File: src/axi_mem_pkg.sv
// shared AXI4 channel types and codes for the SRAM slave
// data width is fixed at 64 bits, so every beat carries 8 strobe bits
package axi_mem_pkg;

   // bus geometry
   localparam int data_w = 64;
   localparam int strb_w = data_w / 8;

   // memory window starts here, depth is set per instance
   localparam logic [31:0] mem_base = 32'h8000_0000;

   // AXI4 burst encodings
   localparam logic [1:0] burst_fixed = 2'b00;
   localparam logic [1:0] burst_incr  = 2'b01;
   localparam logic [1:0] burst_wrap  = 2'b10;

   // AXI4 response encodings, only two are ever returned
   localparam logic [1:0] resp_okay   = 2'b00;
   localparam logic [1:0] resp_slverr = 2'b10;

   // address channel request, shared by AR and AW
   typedef struct packed {
      logic [31:0] addr;
      logic [7:0]  len;     // beats minus one
      logic [2:0]  size;    // log2 of bytes per beat
      logic [1:0]  burst;
   } axi_req_t;

   // write data beat
   typedef struct packed {
      logic [data_w-1:0] data;
      logic [strb_w-1:0] strb;
      logic              last;  // carried but not checked
   } axi_w_t;

   // read data beat
   typedef struct packed {
      logic [data_w-1:0] data;
      logic [1:0]        resp;
      logic              last;
   } axi_r_t;

   // write response
   typedef struct packed {
      logic [1:0] resp;
   } axi_b_t;

endpackage

File: src/axi_write_engine.sv
`timescale 1ns/1ps
// AW/W/B engine; the burst ends on its own beat count, wlast is ignored
// out-of-range beats are accepted but never reach the bank
module axi_write_engine #(
   parameter int mem_words = 4096
) (
   input  logic                              clk,
   input  logic                              rst,
   input  axi_mem_pkg::axi_req_t             aw,
   input  logic                              aw_valid,
   output logic                              aw_ready,
   input  axi_mem_pkg::axi_w_t               w,
   input  logic                              w_valid,
   output logic                              w_ready,
   output axi_mem_pkg::axi_b_t               b,
   output logic                              b_valid,
   input  logic                              b_ready,
   output logic                              start,
   output axi_mem_pkg::axi_req_t             req,
   output logic                              advance,
   input  logic [$clog2(mem_words)-1:0]      index,
   input  logic                              ok,
   input  logic                              last,
   output logic                              wr_en,
   output logic [$clog2(mem_words)-1:0]      wr_index,
   output logic [axi_mem_pkg::data_w-1:0]    wr_data,
   output logic [axi_mem_pkg::strb_w-1:0]    wr_strb
);
   typedef enum logic [1:0] {
      st_idle,
      st_data,
      st_respond
   } state_t;

   state_t state;
   logic   err;   // sticky over the burst
   logic   beat;

   assign aw_ready = (state == st_idle);
   assign start    = aw_valid && aw_ready;  // generator loads on the AW edge
   assign req      = aw;

   assign w_ready  = (state == st_data);
   assign beat     = w_valid && w_ready;
   assign advance  = beat;

   assign wr_en    = beat && ok;
   assign wr_index = index;
   assign wr_data  = w.data;
   assign wr_strb  = w.strb;

   assign b_valid  = (state == st_respond);
   assign b        = '{resp: err ? axi_mem_pkg::resp_slverr : axi_mem_pkg::resp_okay};

   always_ff @(posedge clk) begin
      if (rst) begin
         state <= st_idle;
         err   <= 1'b0;
      end else begin
         case (state)
            st_idle: begin
               if (start) begin
                  state <= st_data;
                  err   <= 1'b0;
               end
            end
            st_data: begin
               if (beat) begin
                  if (!ok) begin
                     err <= 1'b1;
                  end
                  if (last) begin
                     state <= st_respond;
                  end
               end
            end
            default: begin
               if (b_ready) begin
                  state <= st_idle;
               end
            end
         endcase
      end
   end

endmodule

File: config.mk
export PLATFORM = sky130hd
export DESIGN_NAME = axi_write_engine
export DESIGN_NICKNAME = d
export VERILOG_FILES = /design/src/axi_mem_pkg.sv /design/src/axi_write_engine.sv
export SDC_FILE = /design/constraint.sdc
export NUM_CORES = 1
export LEC_CHECK = 0
export BUFFER_PORTS_ARGS = -buffer_cell sky130_fd_sc_hd__clkbuf_2
export CAP_MARGIN = 0
export CORE_AREA = 2 2 106 108
export DETAILED_ROUTE_END_ITERATION = 10
export DIE_AREA = 0 0 108 110
export PLACE_DENSITY = 0.44
export SYNTH_ARGS = -nofsm -noshare
export SYNTH_HDL_FRONTEND = slang
export SYNTH_SLANG_ARGS = --single-unit
File: constraint.sdc
create_clock -name clk -period 1.2 [get_ports clk]
set_input_delay 0 -clock clk [delete_from_list [all_inputs] [get_ports clk]]
set_output_delay 0 -clock clk [all_outputs]
set_load 0.03 [all_outputs]
==> reports/results.tsv, run 1 <==
metric	value	unit
status	finished, final reports clean	
worstPathArrival	1.15	ns
path_max_fanout	10	
via_per_inst	2.27	
ios	274	
drt-initial-drc-count	29	
cts_tree	built	
wire_per_inst	13.8	microns
end_kind	output pin	
min_period_over_period	95.7	%
grt_pass1_vias	417	
setup_viol	0	
leakagePower	0.154	nW
grt_max_degree	11	
layout-drive-gt1-share	54.1	%
postCtsSetupRepairBufs	0	
cp_data_required_time	1.20	ns
diodes	0	
grt_overflow	0	
clock_path_buffers	2	
cts.sinks	3	
placed_cell_area	429	sq um
fmax	0.870	GHz
track_usage	3.68	%
cellPowerDensity	1030	nW/um^2
start_util	11.0	%
synth_cells	152	
yosysSeqAreaShare	5.10	%
fill_cells	1263	
die_w	108	microns
grt_first_pass_wirelength	2.97	mm
path_clk_slew	0.03	ns
antenna_found_initial	0	
nets	175	
path_class	reg2out	
syn-cell-area	1180	sq um
core_area	10700	sq um
critical_path_buf_inv_count	1	
dieArea	11900	sq um
cp_slowest_cell	dfxtp_2	
fin_util	4.46	%
rsz0062_at_grt	false	
gp_congestion	0.591	
first_pass_iters	2	
ys_ff_latch	3	
port_buffers	13	
drv_slew	0	
final_cell_mix	clkbuf_2 (13), clkbuf_8 (3), nor2_1 (2), nand4bb_1 (2), dfxtp_2 (2)	
ant_nets	0	
design_area	477	sq um
yosysWarnings	0	
drt_wl_total	2.44	mm
num_rows	38	
crit_family	flip-flops	
cts_buffers	3	
vdd_drop_max	0.279	mV
fin_crit	1.15	ns
setup-tns-final	0	ns
h-tree-depth	1	
synthesis.nets	289	
cap_violations	0	
mostFrequentLayoutCell	clkbuf_2	
startpoint_type	flop	
max_stage_delay	0.41	ns
cts_root_buf	clkbuf_8	
die_h	110	microns
clk_latency	0.21	ns
cts_hold_buf	0	
syn_to_final_growth	-59.6	%
post-route-drc-count	0	
hold_path.class	in2out	
fin_skew	0.000947	ns
num_vias	402	
hold_viol	0	
synth.distinct_cells	18	
avgSynthCellArea	7.75	sq um
path_cells	and3b_1, and2_1, clkbuf_2	
-- routing by layer --
metal,wire length [microns],global-route usage [%],up-vias
met5,0,0,-
met4,407,7.42,0
met3,920,6.58,50
met2,849,3.86,99
met1,258,0.634,147
li1,-,-,106
-- per-stage QoR --
stage                     hold slack [ns]  instances  power [W]  setup WS (ns)
after floorplan                    0.0691        152   0.000988         0.0719
after global placement           0.000205        173   0.000204          0.184
after detailed placement         0.000205        173   0.000204          0.187
after CTS                        0.000205        177   0.000499         0.0559
after global routing            0.0000468        177   0.000524         0.0110
final                          0.00000972        177   0.000491         0.0511
-- final cells by class --
| class | count | area [sq um] | share of cell area (%) |
|---|---|---|---|
| well taps | 140 | 175 | 36.7 |
| repair buffers | 13 | 65.1 | 13.6 |
| multi-input cells | 16 | 125 | 26.2 |
| inverters | 1 | 3.75 | 0.787 |
| flip-flops and latches | 3 | 62.6 | 13.1 |
| clock buffers | 4 | 45.0 | 9.45 |
-- synthesized netlist by cell type --
master	instances	area, sq um
o41ai_2	1	16.3
inv_1	1	3.75
and3_1	1	6.26
nand2b_1	1	6.26
and2b_1	1	7.51
nor2b_1	1	6.26
buf_4	131	983
nand4bb_1	2	22.5
a21oi_1	1	5.00
and3b_1	1	8.76
buf_6	1	11.3
nor2_1	2	7.51
nor3b_1	1	7.51
nand4b_1	1	8.76
a211oi_1	1	7.51
dfxtp_1	3	60.1
and2_1	1	6.26
conb_1	1	3.75
-- power by group --
part / switching [W] / internal, W
Combinational: 0.0000557 / 0.0000316
Sequential: 0.0000109 / 0.000107
Clock: 0.0000599 / 0.000226
-- state kept, by name, indices dropped and copies added (netlist names) --
register / flops
state: 2
err: 1
-- cell families (layout without fill, tap and decap cells) --
logic type / after synthesis / after routing / synth area share (%)
compound gates: 3 / 3 / 2.44
buf+inv: 133 / 18 / 84.7
flops: 3 / 3 / 5.10
other cells: 1 / 1 / 0.318
simple gates: 12 / 12 / 7.43
-- worst paths after layout --
| check | startpoint | endpoint | slack [ns] | depth (start not counted) |
|---|---|---|---|---|
| worst min-delay path | w[71] | wr_data[62] | 0.00001 | 0 |
| worst max-delay path | state[1] | wr_en | 0.05 | 3 |
| worst max register to register | state[0] | state[0] | 0.31 | 2 |
| worst min register to register | err | err | 0.46 | 2 |
-- worst register-to-register path, stage by stage (launching register included) --
cell,delay (ns)
dfxtp_2,0.36
and3_1,0.17
o41ai_2,0.26
-- repair_timing --
action | 4_1_cts | 5_1_grt
setup endpoints to repair | 1 | 0
endpoints found under the hold margin | 0 | 0
resized for setup | 2 | 0
No activity file was read; power rests on OpenSTA's default activity.
==> run 2, diff against run 1 <==
Settings changed: PLACE_DENSITY 0.44 to 0.48.
Clock period 1.2 ns to 1.3 ns, I/O delays scaled along.
==> run 2 against run 1 <==
Compared with the run above: routed wire length shrank 0.90%; critical path depth is the same; clock power shrank 3%; global-route usage shrank 0.24 points; design area is the same; sequential cell count is the same; first-iteration DRC count grew 17%; clock skew grew 0.0022 ns; combinational power shrank 9.0%; critical path type unchanged.
==> reports/results.tsv, run 2 (synthesis results as in run 1) <==
metric	value	unit
path_clk_slew	0.03	ns
postCtsSetupRepairBufs	0	
via_per_inst	2.31	
worstPathArrival	1.15	ns
ant_nets	0	
grt_first_pass_wirelength	2.80	mm
clk_latency	0.22	ns
fin_crit	1.15	ns
post-route-drc-count	0	
h-tree-depth	1	
diodes	0	
status	finished, final reports clean	
ios	274	
layout-drive-gt1-share	54.1	%
cp_data_required_time	1.30	ns
first_pass_iters	2	
clock_path_buffers	2	
drv_slew	0	
setup_viol	0	
startpoint_type	flop	
nets	175	
fin_ws	0.148	ns
power.share.clock	59.5	%
hold_path.class	in2out	
core_area	10700	sq um
holdCritStartpoint	w[58]	
drt_wl_total	2.41	mm
num_rows	38	
hpwlAfterDp	2.00	mm
dpl_worst_slack	0.253	ns
switching_share	27.2	%
switchingPower	0.000126	W
whs_endpoint	wr_data[49]	
end_kind	output pin	
multi_input_area	125	sq um
antenna_found_initial	0	
die_w	108	microns
whs	0.00000973	ns
drt-initial-drc-count	34	
r2r_setup_slack	0.41	ns
port_buffers	13	
cts.sinks	3	
whs_path_depth	0	
fill_cells	1263	
cts_root_buf	clkbuf_8	
start_util	11.0	%
gp_congestion	0.654	
hold_viol	0	
final_cell_mix	clkbuf_2 (13), clkbuf_8 (3), nor2_1 (2), nand4bb_1 (2), dfxtp_2 (2)	
leakagePower	0.154	nW
mostFrequentLayoutCell	clkbuf_2	
path_class	reg2out	
dieArea	11900	sq um
rr_worst_depth	2	
grt_pass1_vias	395	
cts_buffers	3	
fin_util	4.46	%
seq_area	62.6	sq um
pwr-share-comb	17.1	%
syn_to_final_growth	-59.6	%
wire_per_inst	13.6	microns
reg2reg_to	err	
path_max_fanout	10	
top_register	state	
r2r_start	state[1]	
grt_overflow	0	
cellPowerDensity	971	nW/um^2
min_period_over_period	88.6	%
rsz0062_at_grt	false	
cts_tree	built	
reg_top3	state (2), err (1)	
vdd_drop_max	0.672	mV
fmax	0.868	GHz
pwr-share-seq	23.3	%
grt_max_degree	11	
internal-power	0.000337	W
cap_violations	0	
largest_register_ffs	2	
track_usage	3.44	%
setup-tns-final	0	ns
die_h	110	microns
num_vias	409	
fin_skew	0.00318	ns
[run 2: worst max-delay path by stage]
stage / startpoint / endpoint / slack [ns] / cells after the start
6_report: state[1] / wr_en / 0.15 / 3
3_5_place_dp: state[1] / wr_en / 0.25 / 3
2_1_floorplan: state[1] / wr_en / 0.17 / 2
4_1_cts: state[1] / wr_en / 0.03 / 3
5_1_grt: state[1] / wr_en / 0.07 / 3
3_3_place_gp: state[1] / wr_en / 0.29 / 3
[run 2: metal layers]
layer	routed length, microns	vias to the layer above	part of all wire, %	track usage [%]
li1	-	106	-	-
met1	271	140	11	0.599
met2	712	95	30	3.14
met3	931	68	39	6.41
met4	497	0	21	7.51
met5	0	-	0	0
[run 2: final cells by class]
| class | instances | area share (%) |
|---|---|---|
| Multi-Input combinational cell | 16 | 26.2 |
| Clock buffer | 4 | 9.45 |
| Sequential cell | 3 | 13.1 |
| Tap cell | 140 | 36.7 |
| Inverter | 1 | 0.787 |
| Timing Repair Buffer | 13 | 13.6 |
[run 2: repair_timing]
item / 4_1_cts / 5_1_grt
setup endpoints to repair: 0 / 1
hold buffers: 0 / 0
gates resized for setup: 0 / 2
[run 2: worst max-delay path, cell delays in order, from the launching register on]
cell and delay, ns:
dfxtp_2 0.41, and3b_1 0.21, and2_1 0.15, clkbuf_2 0.17
[run 2: through the flow]
step	total power (W)	cells	area [sq um]
after floorplan	0.000912	152	1180
after global placement	0.000187	173	429
after detailed placement	0.000188	173	429
after CTS	0.000467	177	474
after global routing	0.000489	177	477
final	0.000463	177	477
[run 2: power groups by stage]
stage	sequential [W]	clock [W]	combinational, W
final	0.000108	0.000276	0.0000794
after global routing	0.000110	0.000294	0.0000855
after detailed placement	0.000109	0	0.0000793
after global placement	0.000108	0	0.0000795
after floorplan	0.000102	0	0.000810
after CTS	0.000107	0.000281	0.0000797
