[config.mk]
export PLATFORM = sky130hd
export DESIGN_NAME = axi_read_engine
export DESIGN_NICKNAME = d
export VERILOG_FILES = /design/src/axi_mem_pkg.sv /design/src/axi_read_engine.sv
export SDC_FILE = /design/constraint.sdc
export NUM_CORES = 1
export LEC_CHECK = 0
export BUFFER_PORTS_ARGS = -buffer_cell sky130_fd_sc_hd__buf_4
export CAP_MARGIN = 20
export CORE_AREA = 2 2 101 103
export DETAILED_ROUTE_END_ITERATION = 16
export DIE_AREA = 0 0 103 105
export GPL_TIMING_DRIVEN = 0
export PLACE_DENSITY = 0.54
export SETUP_SLACK_MARGIN = 0.2
export SYNTH_ARGS = -nofsm -noshare
export SYNTH_HDL_FRONTEND = slang
export SYNTH_SLANG_ARGS = --single-unit
[constraint.sdc]
create_clock -name clk -period 2.2 [get_ports clk]
set_input_delay 0 -clock clk [delete_from_list [all_inputs] [get_ports clk]]
set_output_delay 0 -clock clk [all_outputs]
set_load 0.01 [all_outputs]
[src/axi_mem_pkg.sv]
// shared AXI4 channel types and codes for the SRAM slave
// data width is fixed at 64 bits, so every beat carries 8 strobe bits
package axi_mem_pkg;

   // bus geometry
   localparam int data_w = 64;
   localparam int strb_w = data_w / 8;

   // memory window starts here, depth is set per instance
   localparam logic [31:0] mem_base = 32'h8000_0000;

   // AXI4 burst encodings
   localparam logic [1:0] burst_fixed = 2'b00;
   localparam logic [1:0] burst_incr  = 2'b01;
   localparam logic [1:0] burst_wrap  = 2'b10;

   // AXI4 response encodings, only two are ever returned
   localparam logic [1:0] resp_okay   = 2'b00;
   localparam logic [1:0] resp_slverr = 2'b10;

   // address channel request, shared by AR and AW
   typedef struct packed {
      logic [31:0] addr;
      logic [7:0]  len;     // beats minus one
      logic [2:0]  size;    // log2 of bytes per beat
      logic [1:0]  burst;
   } axi_req_t;

   // write data beat
   typedef struct packed {
      logic [data_w-1:0] data;
      logic [strb_w-1:0] strb;
      logic              last;  // carried but not checked
   } axi_w_t;

   // read data beat
   typedef struct packed {
      logic [data_w-1:0] data;
      logic [1:0]        resp;
      logic              last;
   } axi_r_t;

   // write response
   typedef struct packed {
      logic [1:0] resp;
   } axi_b_t;

endpackage

[src/axi_read_engine.sv]
`timescale 1ns/1ps
// AR/R engine, one burst at a time; first beat two cycles after the AR handshake
// reads always return the whole word whatever the beat size
module axi_read_engine #(
   parameter int mem_words = 4096
) (
   input  logic                              clk,
   input  logic                              rst,
   input  axi_mem_pkg::axi_req_t             ar,
   input  logic                              ar_valid,
   output logic                              ar_ready,
   output axi_mem_pkg::axi_r_t               r,
   output logic                              r_valid,
   input  logic                              r_ready,
   output logic                              start,
   output axi_mem_pkg::axi_req_t             req,
   output logic                              advance,
   input  logic [$clog2(mem_words)-1:0]      index,
   input  logic                              ok,
   input  logic                              last,
   output logic                              rd_en,
   output logic [$clog2(mem_words)-1:0]      rd_index,
   input  logic [axi_mem_pkg::data_w-1:0]    rd_data
);
   typedef enum logic [1:0] {
      st_idle,
      st_fetch,   // generator loads
      st_stream
   } state_t;

   state_t state;
   logic   issue_done;  // last beat already sent to the bank
   logic   ok_q;
   logic   last_q;

   assign ar_ready = (state == st_idle);
   assign start    = (state == st_fetch);

   // read only into an empty slot or one being drained this cycle
   assign rd_en    = (state == st_stream) && !issue_done && (!r_valid || r_ready);
   assign advance  = rd_en;
   assign rd_index = index;

   assign r = '{data: rd_data,
                resp: ok_q ? axi_mem_pkg::resp_okay : axi_mem_pkg::resp_slverr,
                last: last_q};

   always_ff @(posedge clk) begin
      if (rst) begin
         state      <= st_idle;
         issue_done <= 1'b0;
         r_valid    <= 1'b0;
      end else begin
         case (state)
            st_idle: begin
               issue_done <= 1'b0;
               if (ar_valid) begin
                  state <= st_fetch;
               end
            end
            st_fetch: state <= st_stream;
            default: begin
               if (r_valid && r_ready && r.last) begin
                  state <= st_idle;
               end
            end
         endcase
         if (rd_en && last) begin
            issue_done <= 1'b1;
         end
         if (rd_en) begin
            r_valid <= 1'b1;
         end else if (r_ready) begin
            r_valid <= 1'b0;
         end
      end
   end

   // beat flags travel with the word in flight
   always_ff @(posedge clk) begin
      if (ar_valid && ar_ready) begin
         req <= ar;
      end
      if (rd_en) begin
         ok_q   <= ok;
         last_q <= last;
      end
   end

endmodule

==> results of run 1 <==
## state kept, by name, indices dropped and copies added, names as in the netlist
signal	count
last_q	1
state	2
ok_q	1
req	45
r_valid	1
issue_done	1
## cell families (layout without fill, tap and decap cells)
| kind of cell | Yosys count | after routing | share of synthesized area [%] |
|---|---|---|---|
| DFF | 51 | 51 | 68.3 |
| buffers and inverters | 83 | 318 | 27.9 |
| and+or+nand+nor | 11 | 11 | 2.70 |
| AOI/OAI and AO/OA | 3 | 3 | 0.917 |
| other | 1 | 1 | 0.172 |
## worst min path at each step
| stage | start | endpoint | depth (start not counted) |
|---|---|---|---|
| 2_1_floorplan | rst | r_valid | 1 |
| 3_3_place_gp | rd_data[8] | r[11] | 2 |
| 3_5_place_dp | index[8] | rd_index[8] | 2 |
| 4_1_cts | r_ready | r_valid | 3 |
| 5_1_grt | r_ready | r_valid | 3 |
| 6_report | r_ready | r_valid | 3 |
## per-layer routing
metal	vias up	GRT usage [%]	part of all wire, %
met5	-	0	0
met4	0	3.10	0.57
met3	2	2.68	10
met2	133	19.9	55
met1	822	10.4	34
li1	888	-	-
## timing repair
action,CTS,global route
hold buffers,48,0
gates resized for setup,1,0
endpoints found under the hold margin,51,0
endpoints found under the setup margin,32,0
## power breakdown
part	switching [W]	internal (W)
clock	0.000319	0.000343
combinational	0.000224	0.000369
sequential	0.0000198	0.00114
## tightest hold or removal path, stage by stage
cell	delay, ps
buf_4	80
nand2b_1	150
a21oi_2	70
## through the flow
step,setup WS (ps),hold WS [ps]
floorplan,563,62.4
global placement,192,177
detailed placement,217,177
CTS,440,27.1
global route,362,58.1
finish,449,46.9
## cell usage after synthesis
master,number,area [um^2]
nor3_1,2,10.0
nand3_1,2,10.0
conb_1,1,3.75
nand2b_1,1,6.26
or3_4,1,11.3
inv_1,3,11.3
a31oi_1,1,6.26
a21oi_1,1,5.00
dfxtp_1,4,80.1
inv_2,1,3.75
nor2b_1,1,6.26
edfxtp_1,47,1410
buf_4,79,593
nand2_1,1,3.75
nor2_1,3,11.3
a21oi_2,1,8.76
## area by class of cell
class	count	share of cell area, %
Inverter	4	0.437
Tap cell	133	3.88
Buffer	79	13.8
Timing Repair Buffer	226	42.3
Sequential cell	51	34.8
Clock buffer	5	1.60
Multi-Input combinational cell	15	1.92
Clock inverter	3	1.08
Timing Repair inverter	1	0.175
==> results.py, run 1 <==
metrics = {
    "placed_design": {
        "hpwl_um": 4820,
        "place_area_mm2": 0.00369,
        "place_congestion": 0.725,
        "io_buffers": 178,
        "dp_cells": 460,
    },
    "pwr": {
        "finalPower_w": 0.00242,
        "powerDensity_mw_per_mm2": 563,
        "ir_worst_vdd_mv": 0.246,
        "leakage_nw": 2.01,
    },
    "floorplanning": {
        "die_w_um": 103,
        "num_rows": 36,
        "num_io_pins": 256,
        "coreArea_mm2": 0.00964,
        "dieArea_mm2": 0.0108,
        "start_util_pct": 22.6,
        "die_h_um": 105,
    },
    "yosys": {
        "yosysUniqueCellTypes": 16,
        "synth_seq_area_share_pct": 68.3,
        "synthCells": 149,
        "synth-warning-count": 0,
        "synth_nets": 276,
        "syn_area_mm2": 0.00218,
        "synth.avg_cell_area_um2": 14.6,
        "synth_seq_cells": 51,
    },
    "detailed_routing": {
        "wl_per_cell_um": 12.2,
        "avgViaCountPerCell": 3.57,
        "drt_iter0_markers": 35,
        "drc": 0,
        "dr.pass1.iters": 5,
        "wl_um": 6290,
        "vias": 1845,
        "antenna_left": 0,
    },
    "grt": {
        "antenna_found_initial": 0,
        "overflow": 0,
        "grt_util_all_layers_pct": 10.3,
        "grt_max_degree": 24,
        "grt_pass1_vias": 1757,
        "grt_pass1_wl_um": 8540,
    },
    "cts": {
        "tritoncts": "done",
        "clockBufferDepth": 2,
        "cts.clk_slew.worst_paths_ps": 100,
        "htree_levels": 2,
        "cts.sinks": 51,
        "cts_root_buf": "clkbuf_8",
        "clock_latency_ps": 300,
        "postCtsSetupBuffers": 0,
        "cts_buffers": 5,
    },
    "critical_path": {
        "crit_path_start": "state[1]",
        "crit_family": "simple AND/OR/NAND/NOR gates",
        "slowest_delay_ps": 400,
        "r2r-start": "state[1]",
        "start_kind": "flip-flop",
        "rr_endpoint": "req[2]",
        "critPathKind": "flip-flop to output pin",
        "arrival_ps": 1750,
        "cp-end-kind": "output pin",
        "crit_required_ps": 2200,
        "cp_common_cell": "buf_4",
        "crit_fanout": 4,
        "rrSetupSlack_ps": 530,
        "cp.depth": 5,
        "path_buf_inv": 3,
        "reg2regPathDepth": 3,
        "critical_path.cell_chain": "inv_2 > or3_4 > nor2b_1 > buf_4 > buf_4",
        "cpMaxStageDelayCell": "dfxtp_1",
        "crit_path_end": "rd_en",
    },
    "final_layout": {
        "n_fill_cell": 913,
        "drive_above_1_share_pct": 70.3,
        "final_area_mm2": 0.00429,
        "fin_cells": 517,
        "final_common_cell": "buf_4",
        "area_delta_synth_final_pct": 96.7,
        "diodes": 0,
        "finalCoreUtilization_pct": 44.5,
        "seqCellArea_mm2": 0.00149,
        "layout_common_cells": "buf_4, dlygate4sd3_1, edfxtp_1",
        "multi_input_area_um2": 82.6,
        "nets": 510,
    },
    "sta": {
        "rsz0062_at_grt": "false",
        "fin_setup_tns_ps": 0,
        "hold_viol_final": 0,
        "slew_violations": 0,
        "period_share_pct": 79.6,
        "finClkSkew_ps": 15.0,
        "worst_pin_slew_ps": 525,
        "relSlewSlack_pct": 64.9,
        "fmax_ghz": 0.571,
        "setup_violations": 0,
        "period_minus_slack_ps": 1750,
    },
    "run_status": {
        "status": "completed",
    },
    "hold_path": {
        "hold_path_class": "input pin to flip-flop",
    },
    "job": {
        "max-cap-violations": 0,
    },
}
(Power assumes the default switching activity.)
==> inputs of run 2 (changes only) <==
--- a/config.mk
+++ b/config.mk
@@ -5,13 +5,14 @@
 export SDC_FILE = /design/constraint.sdc
 export NUM_CORES = 1
 export LEC_CHECK = 0
+export ABC_AREA = 1
 export BUFFER_PORTS_ARGS = -buffer_cell sky130_fd_sc_hd__buf_4
 export CAP_MARGIN = 20
-export CORE_AREA = 2 2 101 103
+export CORE_AREA = 2 2 100 102
 export DETAILED_ROUTE_END_ITERATION = 16
-export DIE_AREA = 0 0 103 105
+export DIE_AREA = 0 0 102 104
 export GPL_TIMING_DRIVEN = 0
-export PLACE_DENSITY = 0.54
+export PLACE_DENSITY = 0.57
 export SETUP_SLACK_MARGIN = 0.2
 export SYNTH_ARGS = -nofsm -noshare
 export SYNTH_HDL_FRONTEND = slang
==> constraint.sdc (replaced) <==
create_clock -name clk -period 1.6 [get_ports clk]
set_input_delay 0 -clock clk [delete_from_list [all_inputs] [get_ports clk]]
set_output_delay 0 -clock clk [all_outputs]
set_load 0.01 [all_outputs]
==> run 2 against run 1 <==
  * Flip-flop and latch count unchanged
  * Register-to-register slack worse by 270 ps
  * Critical path depth is 2 lower
  * Via count grew 1.7%
  * Clock skew shrank 7.5 ps
  * First-iteration DRC count is 51% higher
  * Clock power grew 38%
  * Highest routed layer unchanged
==> results.py, run 2 <==
metrics = {
    "final_layout": {
        "area_delta_synth_final_pct": 98.7,
        "layout_common_cells": "buf_4, dlygate4sd3_1, edfxtp_1",
        "top_register": "req",
        "final_common_cell": "buf_4",
        "nets": 517,
        "final_area_mm2": 0.00434,
        "fin_cells": 524,
        "finalCoreUtilization_pct": 45.5,
        "largest_register_ffs": 45,
        "drive_above_1_share_pct": 70.8,
        "n_fill_cell": 862,
        "reg_top3": "req x45, state x2",
        "diodes": 0,
    },
    "detailed_routing": {
        "dr.pass1.iters": 6,
        "drc": 0,
        "wl_per_cell_um": 12.2,
        "avgViaCountPerCell": 3.58,
        "wl_um": 6420,
        "vias": 1876,
        "antenna_left": 0,
        "drt_iter0_markers": 53,
    },
    "pwr": {
        "seqPwrFrac_pct": 47.9,
        "pwr-share-comb_pct": 24.9,
        "powerDensity_mw_per_mm2": 773,
        "intPower_w": 0.00256,
        "leakage_nw": 2.03,
        "p_sw_share_pct": 23.6,
        "ir_worst_vdd_mv": 0.407,
        "clockPowerShare_pct": 27.2,
        "p_sw_w": 0.000794,
    },
    "run_status": {
        "status": "completed",
    },
    "yosys": {
        "netlist_top_cells_area": "edfxtp_1, buf_4, dfxtp_1",
        "syn_area_mm2": 0.00219,
        "synthCells": 153,
        "synth_seq_cells": 51,
        "synthArstFlopShare_pct": 0,
        "synth_top_area_cell": "edfxtp_1",
        "post-synth-top-area-fraction_pct": 64.6,
        "yosys_most_used_dff": "edfxtp_1",
        "synth-warning-count": 0,
        "synth_edf_count": 47,
        "ys_top_cells_by_count": "buf_4, edfxtp_1, a21oi_1, inv_1, nand2_1",
        "synth_seq_area_share_pct": 68.2,
        "synth.avg_cell_area_um2": 14.3,
        "synth.most_common_cell": "buf_4",
        "yosysUniqueCellTypes": 13,
        "synth_nets": 280,
    },
    "sta": {
        "hold_viol_final": 0,
        "fin_ws_ps": 255,
        "slew_violations": 0,
        "finClkSkew_ps": 7.49,
        "rsz0062_at_grt": "true",
        "period_share_pct": 84.0,
        "period_minus_slack_ps": 1340,
        "fmax_ghz": 0.744,
        "fin_setup_tns_ps": 0,
        "setup_violations": 0,
    },
    "critical_path": {
        "cpMaxStageDelayCell": "dfxtp_4",
        "start_kind": "flip-flop",
        "rrSetupSlack_ps": 260,
        "r2r-start": "state[1]",
        "reg2regPathDepth": 3,
        "slowest_delay_ps": 390,
        "crit_path_end": "req[29]",
        "rr_endpoint": "req[29]",
        "crit_required_ps": 1570,
        "crit_path_start": "state[1]",
        "critical_path.cell_chain": "nor2_4 > nand2_2 > clkinvlp_4",
        "cp-end-kind": "flip-flop",
        "critPathKind": "flip-flop to flip-flop",
        "crit_fanout": 12,
        "arrival_ps": 1320,
    },
    "floorplanning": {
        "start_util_pct": 22.9,
        "coreArea_mm2": 0.00955,
        "die_w_um": 102,
        "die_h_um": 104,
        "num_rows": 36,
        "dieArea_mm2": 0.0106,
        "num_io_pins": 256,
    },
    "grt": {
        "grt_max_degree": 24,
        "antenna_found_initial": 0,
        "grt_pass1_vias": 1827,
        "grt_util_all_layers_pct": 10.7,
        "overflow": 0,
        "grt_pass1_wl_um": 8740,
    },
    "cts": {
        "clockBufferDepth": 2,
        "htree_levels": 2,
        "cts.clk_slew.worst_paths_ps": 100,
        "cts.sinks": 51,
        "tritoncts": "done",
        "cts_buffers": 5,
        "clock_latency_ps": 300,
        "cts_root_buf": "clkbuf_8",
    },
    "job": {
        "max-cap-violations": 0,
    },
    "hold_path": {
        "hold_path_class": "input pin to flip-flop",
    },
    "placed_design": {
        "place_area_mm2": 0.00371,
        "place_ws_ps": -258,
        "io_buffers": 178,
        "place_congestion": 0.762,
        "dp_cells": 464,
        "hpwl_um": 4690,
    },
}
-- run 2: cell count changes after synthesis, sizes merged --
cell | previous run | this run
or3 | 1 | 0
a31oi | 1 | 0
nand2 | 1 | 5
nor3 | 2 | 0
inv | 4 | 6
o21ai | 0 | 1
nor2b | 1 | 0
nand4 | 0 | 1
a21oi | 2 | 5
nor2 | 3 | 2
nand2b | 1 | 0
-- run 2: cell families (layout without fill, tap and decap cells) --
logic type / Yosys count / in the layout / share of synthesized area (%)
compound gates: 6 / 6 / 1.37
other cells: 1 / 1 / 0.172
buf+inv: 85 / 323 / 28.2
simple gates: 10 / 10 / 2.06
flops: 51 / 51 / 68.2
-- run 2: worst min path at each step --
stage                start     endpoint  slack, ps  cells after the start
2_1_floorplan          rst     state[1]         60                      1
3_3_place_gp   rd_data[24]        r[27]        180                      2
3_5_place_dp      index[9]  rd_index[9]        180                      2
4_1_cts            r_ready      r_valid         10                      4
5_1_grt            r_ready      r_valid         50                      4
6_report           r_ready      r_valid         40                      4
-- run 2: metal layers --
metal / vias up / wire, um / global-route usage (%)
met3: 4 / 623 / 1.95
li1: 906 / - / -
met4: 0 / 61 / 3.52
met1: 826 / 2060 / 9.41
met5: - / 0 / 0
met2: 140 / 3680 / 22.6
-- run 2: what timing repair did --
| item | CTS | global route |
|---|---|---|
| endpoints found under the setup margin | 47 | 46 |
| hold buffers | 48 | 0 |
| gates cloned | 1 | 2 |
| resized for setup | 3 | 2 |
| endpoints found under the hold margin | 51 | 0 |
| setup buffers | 0 | 1 |
-- run 2: cell type report --
cell class | count | area [um^2] | area share, %
well taps | 133 | 166 | 3.83
repair inverters | 3 | 22.5 | 0.518
flip-flops and latches | 51 | 1500 | 34.4
clock inverters | 3 | 46.3 | 1.07
multi-input cells | 17 | 100 | 2.30
repair buffers | 227 | 1820 | 42.0
plain buffers | 79 | 593 | 13.7
inverters | 6 | 26.3 | 0.605
clock buffers | 5 | 68.8 | 1.58
-- run 2: critical path: cells and delay by family (launching register included) --
family	cells	cell delay (ps)
flops	1	390
buf+inv	1	350
simple gates	2	270
-- run 2: per-stage QoR --
stage	power, W	hold WS, ps
after CTS	0.00339	11.2
final	0.00336	37.1
after detailed placement	0.00237	177
after global placement	0.00236	177
after floorplan	0.00195	59.4
after global routing	0.00352	45.1
-- run 2: power groups by stage --
| stage | Combinational, W | Clock [W] | Sequential (W) |
|---|---|---|---|
| after floorplan | 0.000267 | 0 | 0.00168 |
| after global placement | 0.000724 | 0 | 0.00164 |
| after detailed placement | 0.000728 | 0 | 0.00164 |
| after CTS | 0.000836 | 0.000950 | 0.00161 |
| after global routing | 0.000892 | 0.00101 | 0.00162 |
| final | 0.000838 | 0.000912 | 0.00161 |
