<file path="src/axi_mem_pkg.sv">
// shared AXI4 channel types and codes for the SRAM slave
// data width is fixed at 64 bits, so every beat carries 8 strobe bits
package axi_mem_pkg;

   // bus geometry
   localparam int data_w = 64;
   localparam int strb_w = data_w / 8;

   // memory window starts here, depth is set per instance
   localparam logic [31:0] mem_base = 32'h8000_0000;

   // AXI4 burst encodings
   localparam logic [1:0] burst_fixed = 2'b00;
   localparam logic [1:0] burst_incr  = 2'b01;
   localparam logic [1:0] burst_wrap  = 2'b10;

   // AXI4 response encodings, only two are ever returned
   localparam logic [1:0] resp_okay   = 2'b00;
   localparam logic [1:0] resp_slverr = 2'b10;

   // address channel request, shared by AR and AW
   typedef struct packed {
      logic [31:0] addr;
      logic [7:0]  len;     // beats minus one
      logic [2:0]  size;    // log2 of bytes per beat
      logic [1:0]  burst;
   } axi_req_t;

   // write data beat
   typedef struct packed {
      logic [data_w-1:0] data;
      logic [strb_w-1:0] strb;
      logic              last;  // carried but not checked
   } axi_w_t;

   // read data beat
   typedef struct packed {
      logic [data_w-1:0] data;
      logic [1:0]        resp;
      logic              last;
   } axi_r_t;

   // write response
   typedef struct packed {
      logic [1:0] resp;
   } axi_b_t;

endpackage

</file>
<file path="src/axi_burst_addr.sv">
`timescale 1ns/1ps
// per-beat address walker; WRAP expects len of 1, 3, 7 or 15 as AXI4 requires
// index is only meaningful while ok is high
module axi_burst_addr #(
   parameter int mem_words = 4096
) (
   input  logic                         clk,
   input  logic                         rst,
   input  logic                         start,
   input  axi_mem_pkg::axi_req_t        req,
   input  logic                         advance,
   output logic [$clog2(mem_words)-1:0] index,
   output logic                         ok,
   output logic                         last
);
   localparam int idx_w = $clog2(mem_words);
   localparam logic [31:0] mem_bytes = 32'(mem_words) * 32'd8;

   logic [31:0] addr;       // byte address of current beat
   logic [7:0]  remain;     // beats left after this one
   logic [2:0]  size;
   logic [1:0]  burst;
   logic [31:0] wrap_mask;  // wrap block size minus one
   logic [31:0] step;
   logic [31:0] offset;
   logic [31:0] next_addr;

   assign step   = 32'd1 << size;
   assign offset = addr - axi_mem_pkg::mem_base;

   always_comb begin
      case (burst)
         axi_mem_pkg::burst_fixed: next_addr = addr;
         axi_mem_pkg::burst_wrap:  next_addr = (addr & ~wrap_mask) | ((addr + step) & wrap_mask);
         default:                  next_addr = (addr & ~(step - 32'd1)) + step;  // INCR, aligned
      endcase
   end

   always_ff @(posedge clk) begin
      if (start) begin
         addr      <= req.addr;
         size      <= req.size;
         burst     <= req.burst;
         wrap_mask <= ((32'(req.len) + 32'd1) << req.size) - 32'd1;
      end else if (advance) begin
         addr <= next_addr;
      end
   end

   always_ff @(posedge clk) begin
      if (rst) begin
         remain <= '0;
      end else if (start) begin
         remain <= req.len;
      end else if (advance) begin
         remain <= remain - 8'd1;
      end
   end

   assign index = offset[3 +: idx_w];  // 64-bit word granularity
   assign ok    = (addr >= axi_mem_pkg::mem_base) && (offset < mem_bytes) && (size <= 3'd3);
   assign last  = (remain == 8'd0);

endmodule

</file>
<file path="config.mk">
export PLATFORM = sky130hd
export DESIGN_NAME = axi_burst_addr
export DESIGN_NICKNAME = d
export VERILOG_FILES = /design/src/axi_mem_pkg.sv /design/src/axi_burst_addr.sv
export SDC_FILE = /design/constraint.sdc
export NUM_CORES = 1
export LEC_CHECK = 0
export BUFFER_PORTS_ARGS = -buffer_cell sky130_fd_sc_hd__buf_2
export CAP_MARGIN = 0
export CORE_MARGIN = 5
export CORE_UTILIZATION = 45
export CTS_CLUSTER_DIAMETER = 100
export DETAILED_ROUTE_END_ITERATION = 7
export GPL_TIMING_DRIVEN = 1
export PLACE_DENSITY = 0.66
export SYNTH_ARGS = -nofsm -noshare
export SYNTH_HDL_FRONTEND = slang
export SYNTH_SLANG_ARGS = --single-unit
</file>
<file path="constraint.sdc">
create_clock -name clk -period 3.5 [get_ports clk]
set_input_delay 0.35 -clock clk [delete_from_list [all_inputs] [get_ports clk]]
set_output_delay 0.35 -clock clk [all_outputs]
set_load 0.005 [all_outputs]
</file>
==> results of run 1 <==
placed cells by master (no fill, tap or decap), drive strengths merged, types with 6 or more instances in the layout:
master and count:
buf 90, nand2 72, edfxtp 68, nor2 50
o21ai 41, o21a 40, a21oi 32, xnor2 31
xor2 30, nand3 29, and3 27, nor3 23
inv 19, nand4 18, ha 17, nor4 15
nand2b 14, o211ai 13, a211oi 11, a31oi 10
clkbuf 10, and2 9, dfxtp 8, o2111ai 7
mux2i 7, o31ai 7, nor2b 7, or4 6
a2bb2oi 6, a21o 6, nor3b 6
kinds of logic (layout without fill, tap and decap cells):
group / count (synthesis) / in the layout / share of synthesized area [%]
adders and majority gates: 20 / 20 / 3.709
DFF: 76 / 76 / 32.32
buffers and inverters: 89 / 125 / 6.757
AOI/OAI and AO/OA: 228 / 228 / 24.48
muxes: 9 / 9 / 1.359
and+or+nand+nor: 300 / 300 / 23.43
xor gates and xnor gates: 61 / 61 / 7.951
through the flow:
| step | worst slack, ps | std cells | power (uW) |
|---|---|---|---|
| final | 322.7 | 1007 | 3060 |
| after global routing | 37.51 | 1007 | 3219 |
| after CTS | 351.5 | 1007 | 3073 |
| after detailed placement | 288.7 | 991 | 2045 |
| after global placement | 364.8 | 991 | 2028 |
| after floorplan | 43.64 | 783 | 1818 |
layout make-up:
cell class / count / area (um2)
Clock buffer: 10 / 239.0
Clock inverter: 6 / 86.33
Fill cell: 1414 / 7505
Inverter: 19 / 71.32
Multi-Input combinational cell: 618 / 4159
Sequential cell: 76 / 2202
Tap cell: 188 / 235.2
Timing Repair Buffer: 90 / 535.5
critical path, delay by kind of cell (launching register included):
| kind | cells | cell delay, ps |
|---|---|---|
| AO/OA/AOI/OAI | 4 | 640 |
| AND/OR/NAND/NOR | 4 | 1240 |
| buffers and inverters | 1 | 80 |
| flip-flops | 1 | 410 |
| adder cells (fa/ha/maj) | 2 | 670 |
where the power goes:
group	switching [uW]	internal (uW)
Clock	373	644
Sequential	134	1110
Combinational	459	340
layer usage:
metal / wire length, um / up-vias / share of wire, % / global-route usage [%]
met1: 8248 / 2905 / 45 / 28.32
met4: 465 / 0 / 2.5 / 8.487
li1: - / 3012 / - / -
met3: 1250 / 30 / 6.8 / 3.156
met2: 8456 / 255 / 46 / 33.30
met5: 0 / - / 0 / 0
how the worst max path moves through the flow:
stage	cells past startpoint	endpoint
after floorplan	14	flip-flop
after global placement	11	wrap_mask[15]$_DFFE_PP_
after detailed placement	9	wrap_mask[13]$_DFFE_PP_
after CTS	11	flip-flop
after global routing	11	flip-flop
final	11	flip-flop
==> impl_metrics.env, run 1 <==
export IMPL_placed_area_mm2=0.007203
export IMPL_crit_path_start_kind="flip-flop"
export IMPL_final_net_count=881
export IMPL_synth_common_cells="nand2_1, edfxtp_1, nor2_1"
export IMPL_rr_startpoint="size[2]$_DFFE_PP_"
export IMPL_grt_pass1_vias=5987
export IMPL_final_area_mm2=0.007528
export IMPL_first_iter_violations=708
export IMPL_synth_area_per_cell_um2=8.702
export IMPL_grt_setup_unrepaired="no"
export IMPL_fmax_mhz=314.7
export IMPL_arrival_ps=3390
export IMPL_cap_violations=0
export IMPL_ys_seq_area_share_pct=32.32
export IMPL_path_max_fanout=5
export IMPL_slew_headroom_pct=30.56
export IMPL_clk_pin_slew_ps=60
export IMPL_worstMarginPinSlew_ps=1042
export IMPL_worstSetupPathType="flip-flop to flip-flop"
export IMPL_hold_path_class="input port to flip-flop"
export IMPL_gp_congestion=0.9410
export IMPL_tns_ps=0
export IMPL_diodes=0
export IMPL_grt_overflow=0
export IMPL_routed_via_count=6202
export IMPL_ys_types=88
export IMPL_final_core_util_pct=50.08
export IMPL_ctsHoldBuffers=0
export IMPL_drc=0
export IMPL_drt_total_wl_um=18420
export IMPL_insertion_delay_ps=340
export IMPL_netlist_area_mm2=0.006814
export IMPL_numCtsBuffers=9
export IMPL_core_area_mm2=0.01503
export IMPL_grt_usage_pct=20.86
export IMPL_postCtsResizedCells=0
export IMPL_syn_inst=783
export IMPL_hold_viol=0
export IMPL_ant_nets=0
export IMPL_htree_levels=3
export IMPL_synth_edf_count=68
export IMPL_setup_viol=0
export IMPL_wl_per_cell_um=18.29
export IMPL_die_area_mm2=0.01770
export IMPL_clock_sinks=76
export IMPL_synthToLayoutAreaGrowth_pct=10.48
export IMPL_critPathSlowestCell="or4_1"
export IMPL_ys_ff_latch=76
export IMPL_ff2ff_setup_slack_ps=320
export IMPL_synth_top_cell_by_area="edfxtp_1"
export IMPL_rows=45
export IMPL_antenna_found_initial=0
export IMPL_period_share_pct=90.78
export IMPL_cts_tree="done"
export IMPL_hold_path_end="burst[1]$_DFFE_PP_"
export IMPL_start_util_pct=45.33
export IMPL_synth_top_area_share_pct=29.97
export IMPL_post_cts_buffers=0
export IMPL_die_h_um=133.1
export IMPL_grt_max_degree=52
export IMPL_clockBufferDepth=2
export IMPL_io_pins=63
export IMPL_cp_data_required_time_ps=3720
export IMPL_avgViaCountPerCell=6.159
export IMPL_powerDensity_mw_per_mm2=406.5
export IMPL_synthesis_nets=850
export IMPL_layout_min_cycle_time_ps=3177
export IMPL_grt_pass1_wl_um=30420
export IMPL_layout_drive_gt1_share_pct=16.48
export IMPL_dp_hpwl_um=13550
export IMPL_outcome="finished clean"
export IMPL_critPathLaunch="size[2]$_DFFE_PP_"
export IMPL_hold_path_startpoint="req[1]"
export IMPL_endpoint_kind="flip-flop"
export IMPL_ys_flop_type="edfxtp_1"
export IMPL_drv_slew=0
export IMPL_p_leak_uw=0.002830
export IMPL_holdPathStages=1
export IMPL_synth_area_leaders="edfxtp_1, o21a_1, xnor2_1"
export IMPL_slowest_delay_ps=540
export IMPL_path_cells="nor3_1 > ha_1 > inv_1 > fa_1 > nor2b_1 > a211oi_1 > o211ai_2 > nand3_1 > or4_1 > a21oi_1 > a221o_1"
export IMPL_skew_ps=10.61
export IMPL_hold_slack_ps=178.3
export IMPL_yosysWarningCount=0
export IMPL_dr_pass1_iters=6
export IMPL_r2r_worst_path_cells=11
export IMPL_die_x_um=133.1
export IMPL_synth_most_common_cell="nand2_1"
export IMPL_cts_root_buf="clkbuf_16"
export IMPL_ir_drop_mv=0.2296
export IMPL_async_flop_share_pct=0
export IMPL_port_buffers=62
Power figures use the tool's default switching activity.
==> run 2: changes to the inputs <==
--- a/config.mk
+++ b/config.mk
@@ -7,11 +7,11 @@
 export LEC_CHECK = 0
 export BUFFER_PORTS_ARGS = -buffer_cell sky130_fd_sc_hd__buf_2
 export CAP_MARGIN = 0
+export CORE_ASPECT_RATIO = 0.6
 export CORE_MARGIN = 5
 export CORE_UTILIZATION = 45
 export CTS_CLUSTER_DIAMETER = 100
 export DETAILED_ROUTE_END_ITERATION = 7
-export GPL_TIMING_DRIVEN = 1
 export PLACE_DENSITY = 0.66
 export SYNTH_ARGS = -nofsm -noshare
 export SYNTH_HDL_FRONTEND = slang
==> run 2 against run 1 <==
Effect of this change: final cell count increased by 1.3%; largest cell class unchanged; utilization is 1.4 points higher; global-route usage is 1.7 points higher; count of clock-buffer cells in the layout fell by 1; first-iteration DRC count is 6.8% higher; combinational power is 5.5% higher; maximum frequency shrank 4.9%; highest routed layer unchanged.
==> impl_metrics.env, run 2 (synthesized netlist as in run 1, its figures left out) <==
export IMPL_grt_overflow=0
export IMPL_first_iter_violations=756
export IMPL_skew_ps=12.27
export IMPL_hold_slack_ps=176.7
export IMPL_postCtsResizedCells=0
export IMPL_slew_headroom_pct=42.35
export IMPL_powerDensity_mw_per_mm2=408.4
export IMPL_arrival_ps=3440
export IMPL_period_share_pct=95.43
export IMPL_cp_data_required_time_ps=3600
export IMPL_die_h_um=105.3
export IMPL_nFillCells=1363
export IMPL_grt_usage_pct=22.52
export IMPL_fmax_mhz=299.4
export IMPL_synthToLayoutAreaGrowth_pct=10.91
export IMPL_r2r_worst_path_cells=11
export IMPL_diodes=0
export IMPL_final_cell_mix="nand2_1, edfxtp_1, buf_2, nor2_1, o21a_1"
export IMPL_cts_root_buf="clkbuf_16"
export IMPL_post_cts_buffers=0
export IMPL_outcome="finished clean"
export IMPL_drt_total_wl_um=20550
export IMPL_layout_min_cycle_time_ps=3340
export IMPL_cts_tree="done"
export IMPL_drv_slew=0
export IMPL_hold_viol=0
export IMPL_dp_hpwl_um=15140
export IMPL_drc=0
export IMPL_hold_path_end="burst[0]$_DFFE_PP_"
export IMPL_hold_path_class="input port to flip-flop"
export IMPL_layout_drive_gt1_share_pct=17.03
export IMPL_ant_nets=0
export IMPL_clk_pin_slew_ps=70
export IMPL_avgViaCountPerCell=6.226
export IMPL_clockBufferDepth=2
export IMPL_ir_drop_mv=0.2282
export IMPL_crit_path_start_kind="flip-flop"
export IMPL_hold_path_startpoint="req[0]"
export IMPL_gp_congestion=0.9724
export IMPL_numCtsBuffers=9
export IMPL_fin_cells=1020
export IMPL_routed_via_count=6351
export IMPL_clock_sinks=76
export IMPL_grt_max_degree=59
export IMPL_ff2ff_setup_slack_ps=160
export IMPL_htree_levels=3
export IMPL_die_area_mm2=0.01778
export IMPL_grt_setup_unrepaired="yes"
export IMPL_worstSetupPathType="flip-flop to flip-flop"
export IMPL_antenna_found_initial=0
export IMPL_setup_viol=0
export IMPL_worstMarginPinSlew_ps=861.5
export IMPL_rr_startpoint="size[2]$_DFFE_PP_"
export IMPL_port_buffers=62
export IMPL_dr_pass1_iters=8
export IMPL_io_pins=63
export IMPL_core_area_mm2=0.01468
export IMPL_holdPathStages=1
export IMPL_die_x_um=168.9
export IMPL_rows=34
export IMPL_endpoint_kind="flip-flop"
export IMPL_wl_per_cell_um=20.14
export IMPL_grt_pass1_vias=5745
export IMPL_dpl_cell_count=1004
export IMPL_ctsHoldBuffers=0
export IMPL_p_leak_uw=0.002839
export IMPL_path_max_fanout=8
export IMPL_final_net_count=884
export IMPL_insertion_delay_ps=340
export IMPL_start_util_pct=46.43
export IMPL_cap_violations=0
export IMPL_layout_commonest_cell="nand2_1"
export IMPL_grt_pass1_wl_um=32120
## run 2: how the worst max path moves through the flow
stage	start	to	depth (start not counted)
after floorplan	size[0]$_DFFE_PP_	flip-flop	14
after global placement	size[1]$_DFFE_PP_	flip-flop	13
after detailed placement	size[2]$_DFFE_PP_	flip-flop	11
after CTS	size[2]$_DFFE_PP_	flip-flop	11
after global routing	size[2]$_DFFE_PP_	flip-flop	11
final	size[2]$_DFFE_PP_	flip-flop	11
## run 2: final cells by class
class / instances / area (um2) / area share, %
Multi-Input combinational cell: 618 / 4165 / 55.12
Sequential cell: 76 / 2202 / 29.14
Timing Repair Buffer: 93 / 558.0 / 7.384
Tap cell: 198 / 247.7 / 3.278
Clock buffer: 9 / 225.2 / 2.980
Clock inverter: 7 / 87.58 / 1.159
Inverter: 19 / 71.32 / 0.9437
## run 2: power by group
group | switching, uW | internal [uW] | total [uW]
logic | 493 | 349 | 842
registers | 135 | 1110 | 1250
clock network | 427 | 572 | 999
total | 1060 | 2030 | 3090
## run 2: worst max-delay path: stages, from the launching register on
cell and delay [ps]:
edfxtp_1 490, inv_1 150, nor2_1 230, inv_1 70, ha_1 280, and2_1 160
ha_1 350, o21ai_1 180, a2111oi_2 560, nand4_1 170, xnor2_1 150, a221o_1 310
## run 2: through the flow
| stage | instance area, um2 | util [%] | power, uW | setup TNS, ps | setup WS, ps |
|---|---|---|---|---|---|
| finish | 7557 | 51.49 | 3087 | 0 | 160.0 |
| global route | 7557 | 51.49 | 3227 | -103.4 | -49.32 |
| CTS | 7551 | 51.45 | 3081 | 0 | 177.1 |
| detailed placement | 7238 | 49.32 | 2078 | 0 | 186.7 |
| global placement | 7238 | 49.32 | 2058 | 0 | 304.6 |
| floorplan | 6819 | - | 1818 | 0 | 43.64 |
## run 2: layer usage
layer / wire length, um / global-route usage (%)
met4: 154 / 3.301
met5: 0 / 0
met2: 8168 / 30.29
met1: 9746 / 36.05
met3: 2475 / 6.135
==> run 3: changes to the inputs <==
--- a/config.mk
+++ b/config.mk
@@ -9,10 +9,10 @@
 export CAP_MARGIN = 0
 export CORE_ASPECT_RATIO = 0.6
 export CORE_MARGIN = 5
-export CORE_UTILIZATION = 45
+export CORE_UTILIZATION = 50
 export CTS_CLUSTER_DIAMETER = 100
 export DETAILED_ROUTE_END_ITERATION = 7
-export PLACE_DENSITY = 0.66
+export PLACE_DENSITY = 0.76
 export SYNTH_ARGS = -nofsm -noshare
 export SYNTH_HDL_FRONTEND = slang
 export SYNTH_SLANG_ARGS = --single-unit
==> run 3 against run 2 <==
Effect of this change: worst hold slack improved by 16 ps; cell area fell by 0.61%; sequential share of layout area rose by 0.18 points; maximum frequency rose by 3.7%; clock power fell by 7.0%; non-clock buffer count rose by 3; utilization rose by 4.1 points; combinational power fell by 3.0%; register-to-register slack improved by 120 ps; worst setup slack improved by 120 ps; largest cell class unchanged.
==> impl_metrics.env, run 3 (synthesized netlist as in run 1, its figures left out) <==
export IMPL_combPwrFrac_pct=27.2
export IMPL_dp_hpwl_um=14480
export IMPL_cts_root_buf="clkbuf_16"
export IMPL_placed_area_mm2=0.007219
export IMPL_path_buf_inv=2
export IMPL_insertion_delay_ps=340
export IMPL_numCtsBuffers=9
export IMPL_rows=33
export IMPL_io_pins=63
export IMPL_holdPathStages=1
export IMPL_p_leak_uw=0.002824
export IMPL_layout_commonest_cell="nand2_1"
export IMPL_post_cts_buffers=0
export IMPL_pwr_share_seq_pct=41.8
export IMPL_die_area_mm2=0.01614
export IMPL_cap_violations=0
export IMPL_outcome="finished clean"
export IMPL_path_depth=12
export IMPL_arrival_ps=3320
export IMPL_die_x_um=160.7
export IMPL_grt_max_degree=49
export IMPL_worstSetupPathType="flip-flop to flip-flop"
export IMPL_ff2ff_setup_slack_ps=280
export IMPL_crit_path_start_kind="flip-flop"
export IMPL_diodes=0
export IMPL_cts_tree="done"
export IMPL_postCtsResizedCells=0
export IMPL_tns_ps=0
export IMPL_r2r_worst_path_cells=12
export IMPL_final_area_mm2=0.007511
export IMPL_grt_setup_unrepaired="no"
export IMPL_grt_usage_pct=24.06
export IMPL_path_max_fanout=14
export IMPL_fin_cells=999
export IMPL_drt_total_wl_um=19520
export IMPL_slowest_delay_ps=420
export IMPL_core_area_mm2=0.01350
export IMPL_antenna_found_initial=0
export IMPL_p_int_uw=2004
export IMPL_worstMarginPinSlew_ps=819.1
export IMPL_cp_data_required_time_ps=3590
export IMPL_start_util_pct=50.47
export IMPL_ctsHoldBuffers=0
export IMPL_fmax_mhz=310.5
export IMPL_grt_overflow=0
export IMPL_critPathSlowestCell="edfxtp_1"
export IMPL_cp_top_family="compound AO/OA/AOI/OAI gates"
export IMPL_hold_viol=0
export IMPL_powerDensity_mw_per_mm2=399.5
export IMPL_hold_slack_ps=192.9
export IMPL_final_cell_mix="nand2_1, edfxtp_1, buf_2, nor2_1"
export IMPL_dr_pass1_iters=6
export IMPL_hold_path_class="input port to flip-flop"
export IMPL_synthToLayoutAreaGrowth_pct=10.23
export IMPL_grt_pass1_wl_um=31260
export IMPL_clockPowerShare_pct=31.0
export IMPL_final_net_count=887
export IMPL_path_cells="buf_4 > nor2_1 > nand2_1 > o21ai_0 > ha_1 > o21ba_2 > o21ai_0 > a31oi_1 > buf_4 > nor3_1 > xor2_1 > a221o_1"
export IMPL_ant_nets=0
export IMPL_slew_headroom_pct=45.15
export IMPL_htree_levels=3
export IMPL_period_share_pct=92.01
export IMPL_endpoint_kind="flip-flop"
export IMPL_layout_min_cycle_time_ps=3220
export IMPL_wl_per_cell_um=19.54
export IMPL_clockBufferDepth=2
export IMPL_dpl_cell_count=984
export IMPL_grt_pass1_vias=5778
export IMPL_port_buffers=62
export IMPL_drv_slew=0
export IMPL_swShare_pct=33.22
export IMPL_skew_ps=10.85
export IMPL_die_h_um=100.4
export IMPL_setup_viol=0
export IMPL_power_switching_uw=996.8
export IMPL_drc=0
export IMPL_clock_sinks=76
export IMPL_clk_pin_slew_ps=70
export IMPL_gp_congestion=0.9886
export IMPL_ir_drop_mv=0.2824
export IMPL_first_iter_violations=844
export IMPL_layout_drive_gt1_share_pct=17.11
export IMPL_routed_via_count=6329
export IMPL_avgViaCountPerCell=6.335
-- run 3: changes by cell type in the layout (fill, tap and decap cells not counted) --
cell | before | now
buf_4 | 31 | 35
clkinvlp_4 | 0 | 3
inv_6 | 3 | 0
inv_8 | 2 | 0
a31oi_1 | 9 | 10
a31oi_2 | 1 | 0
buf_12 | 1 | 0
clkinv_2 | 0 | 1
o21ai_0 | 39 | 40
o21ai_1 | 2 | 1
-- run 3: cell type report --
type | instances | area, um2
clock buffer | 9 | 225.2
clock inverter | 6 | 66.31
fill | 1214 | 5991
inverter | 19 | 71.32
multi-input combinational | 618 | 4159
sequential | 76 | 2202
tap | 175 | 219.0
timing repair buffer | 96 | 568.0
-- run 3: final timing paths --
check | from | end
setup / recovery | size[1]$_DFFE_PP_ | flip-flop
hold / removal | req[1] | burst[1]$_DFFE_PP_
setup reg to reg | size[1]$_DFFE_PP_ | flip-flop
hold reg to reg | wrap_mask[4]$_DFFE_PP_ | flip-flop
-- run 3: metal layers --
metal,GRT usage [%],wire (um),vias to the layer above
met5,0,0,-
met4,4.456,210,0
met3,7.468,2599,27
met2,32.55,7520,356
met1,37.49,9189,2918
li1,-,-,3028
-- run 3: power by group through the flow --
| stage | Clock [uW] | Combinational, uW | Sequential (uW) |
|---|---|---|---|
| after floorplan | 0 | 630 | 1190 |
| after global placement | 0 | 786 | 1260 |
| after detailed placement | 0 | 797 | 1260 |
| after CTS | 937 | 804 | 1240 |
| after global routing | 974 | 900 | 1260 |
| final | 929 | 817 | 1250 |
-- run 3: stage by stage --
stage	utilization, %	power [uW]	setup slack [ps]
2_1_floorplan	-	1818	43.64
3_3_place_gp	53.47	2046	352.6
3_5_place_dp	53.47	2059	312.2
4_1_cts	55.63	2985	325.3
5_1_grt	55.63	3136	24.99
6_report	55.63	3001	279.7
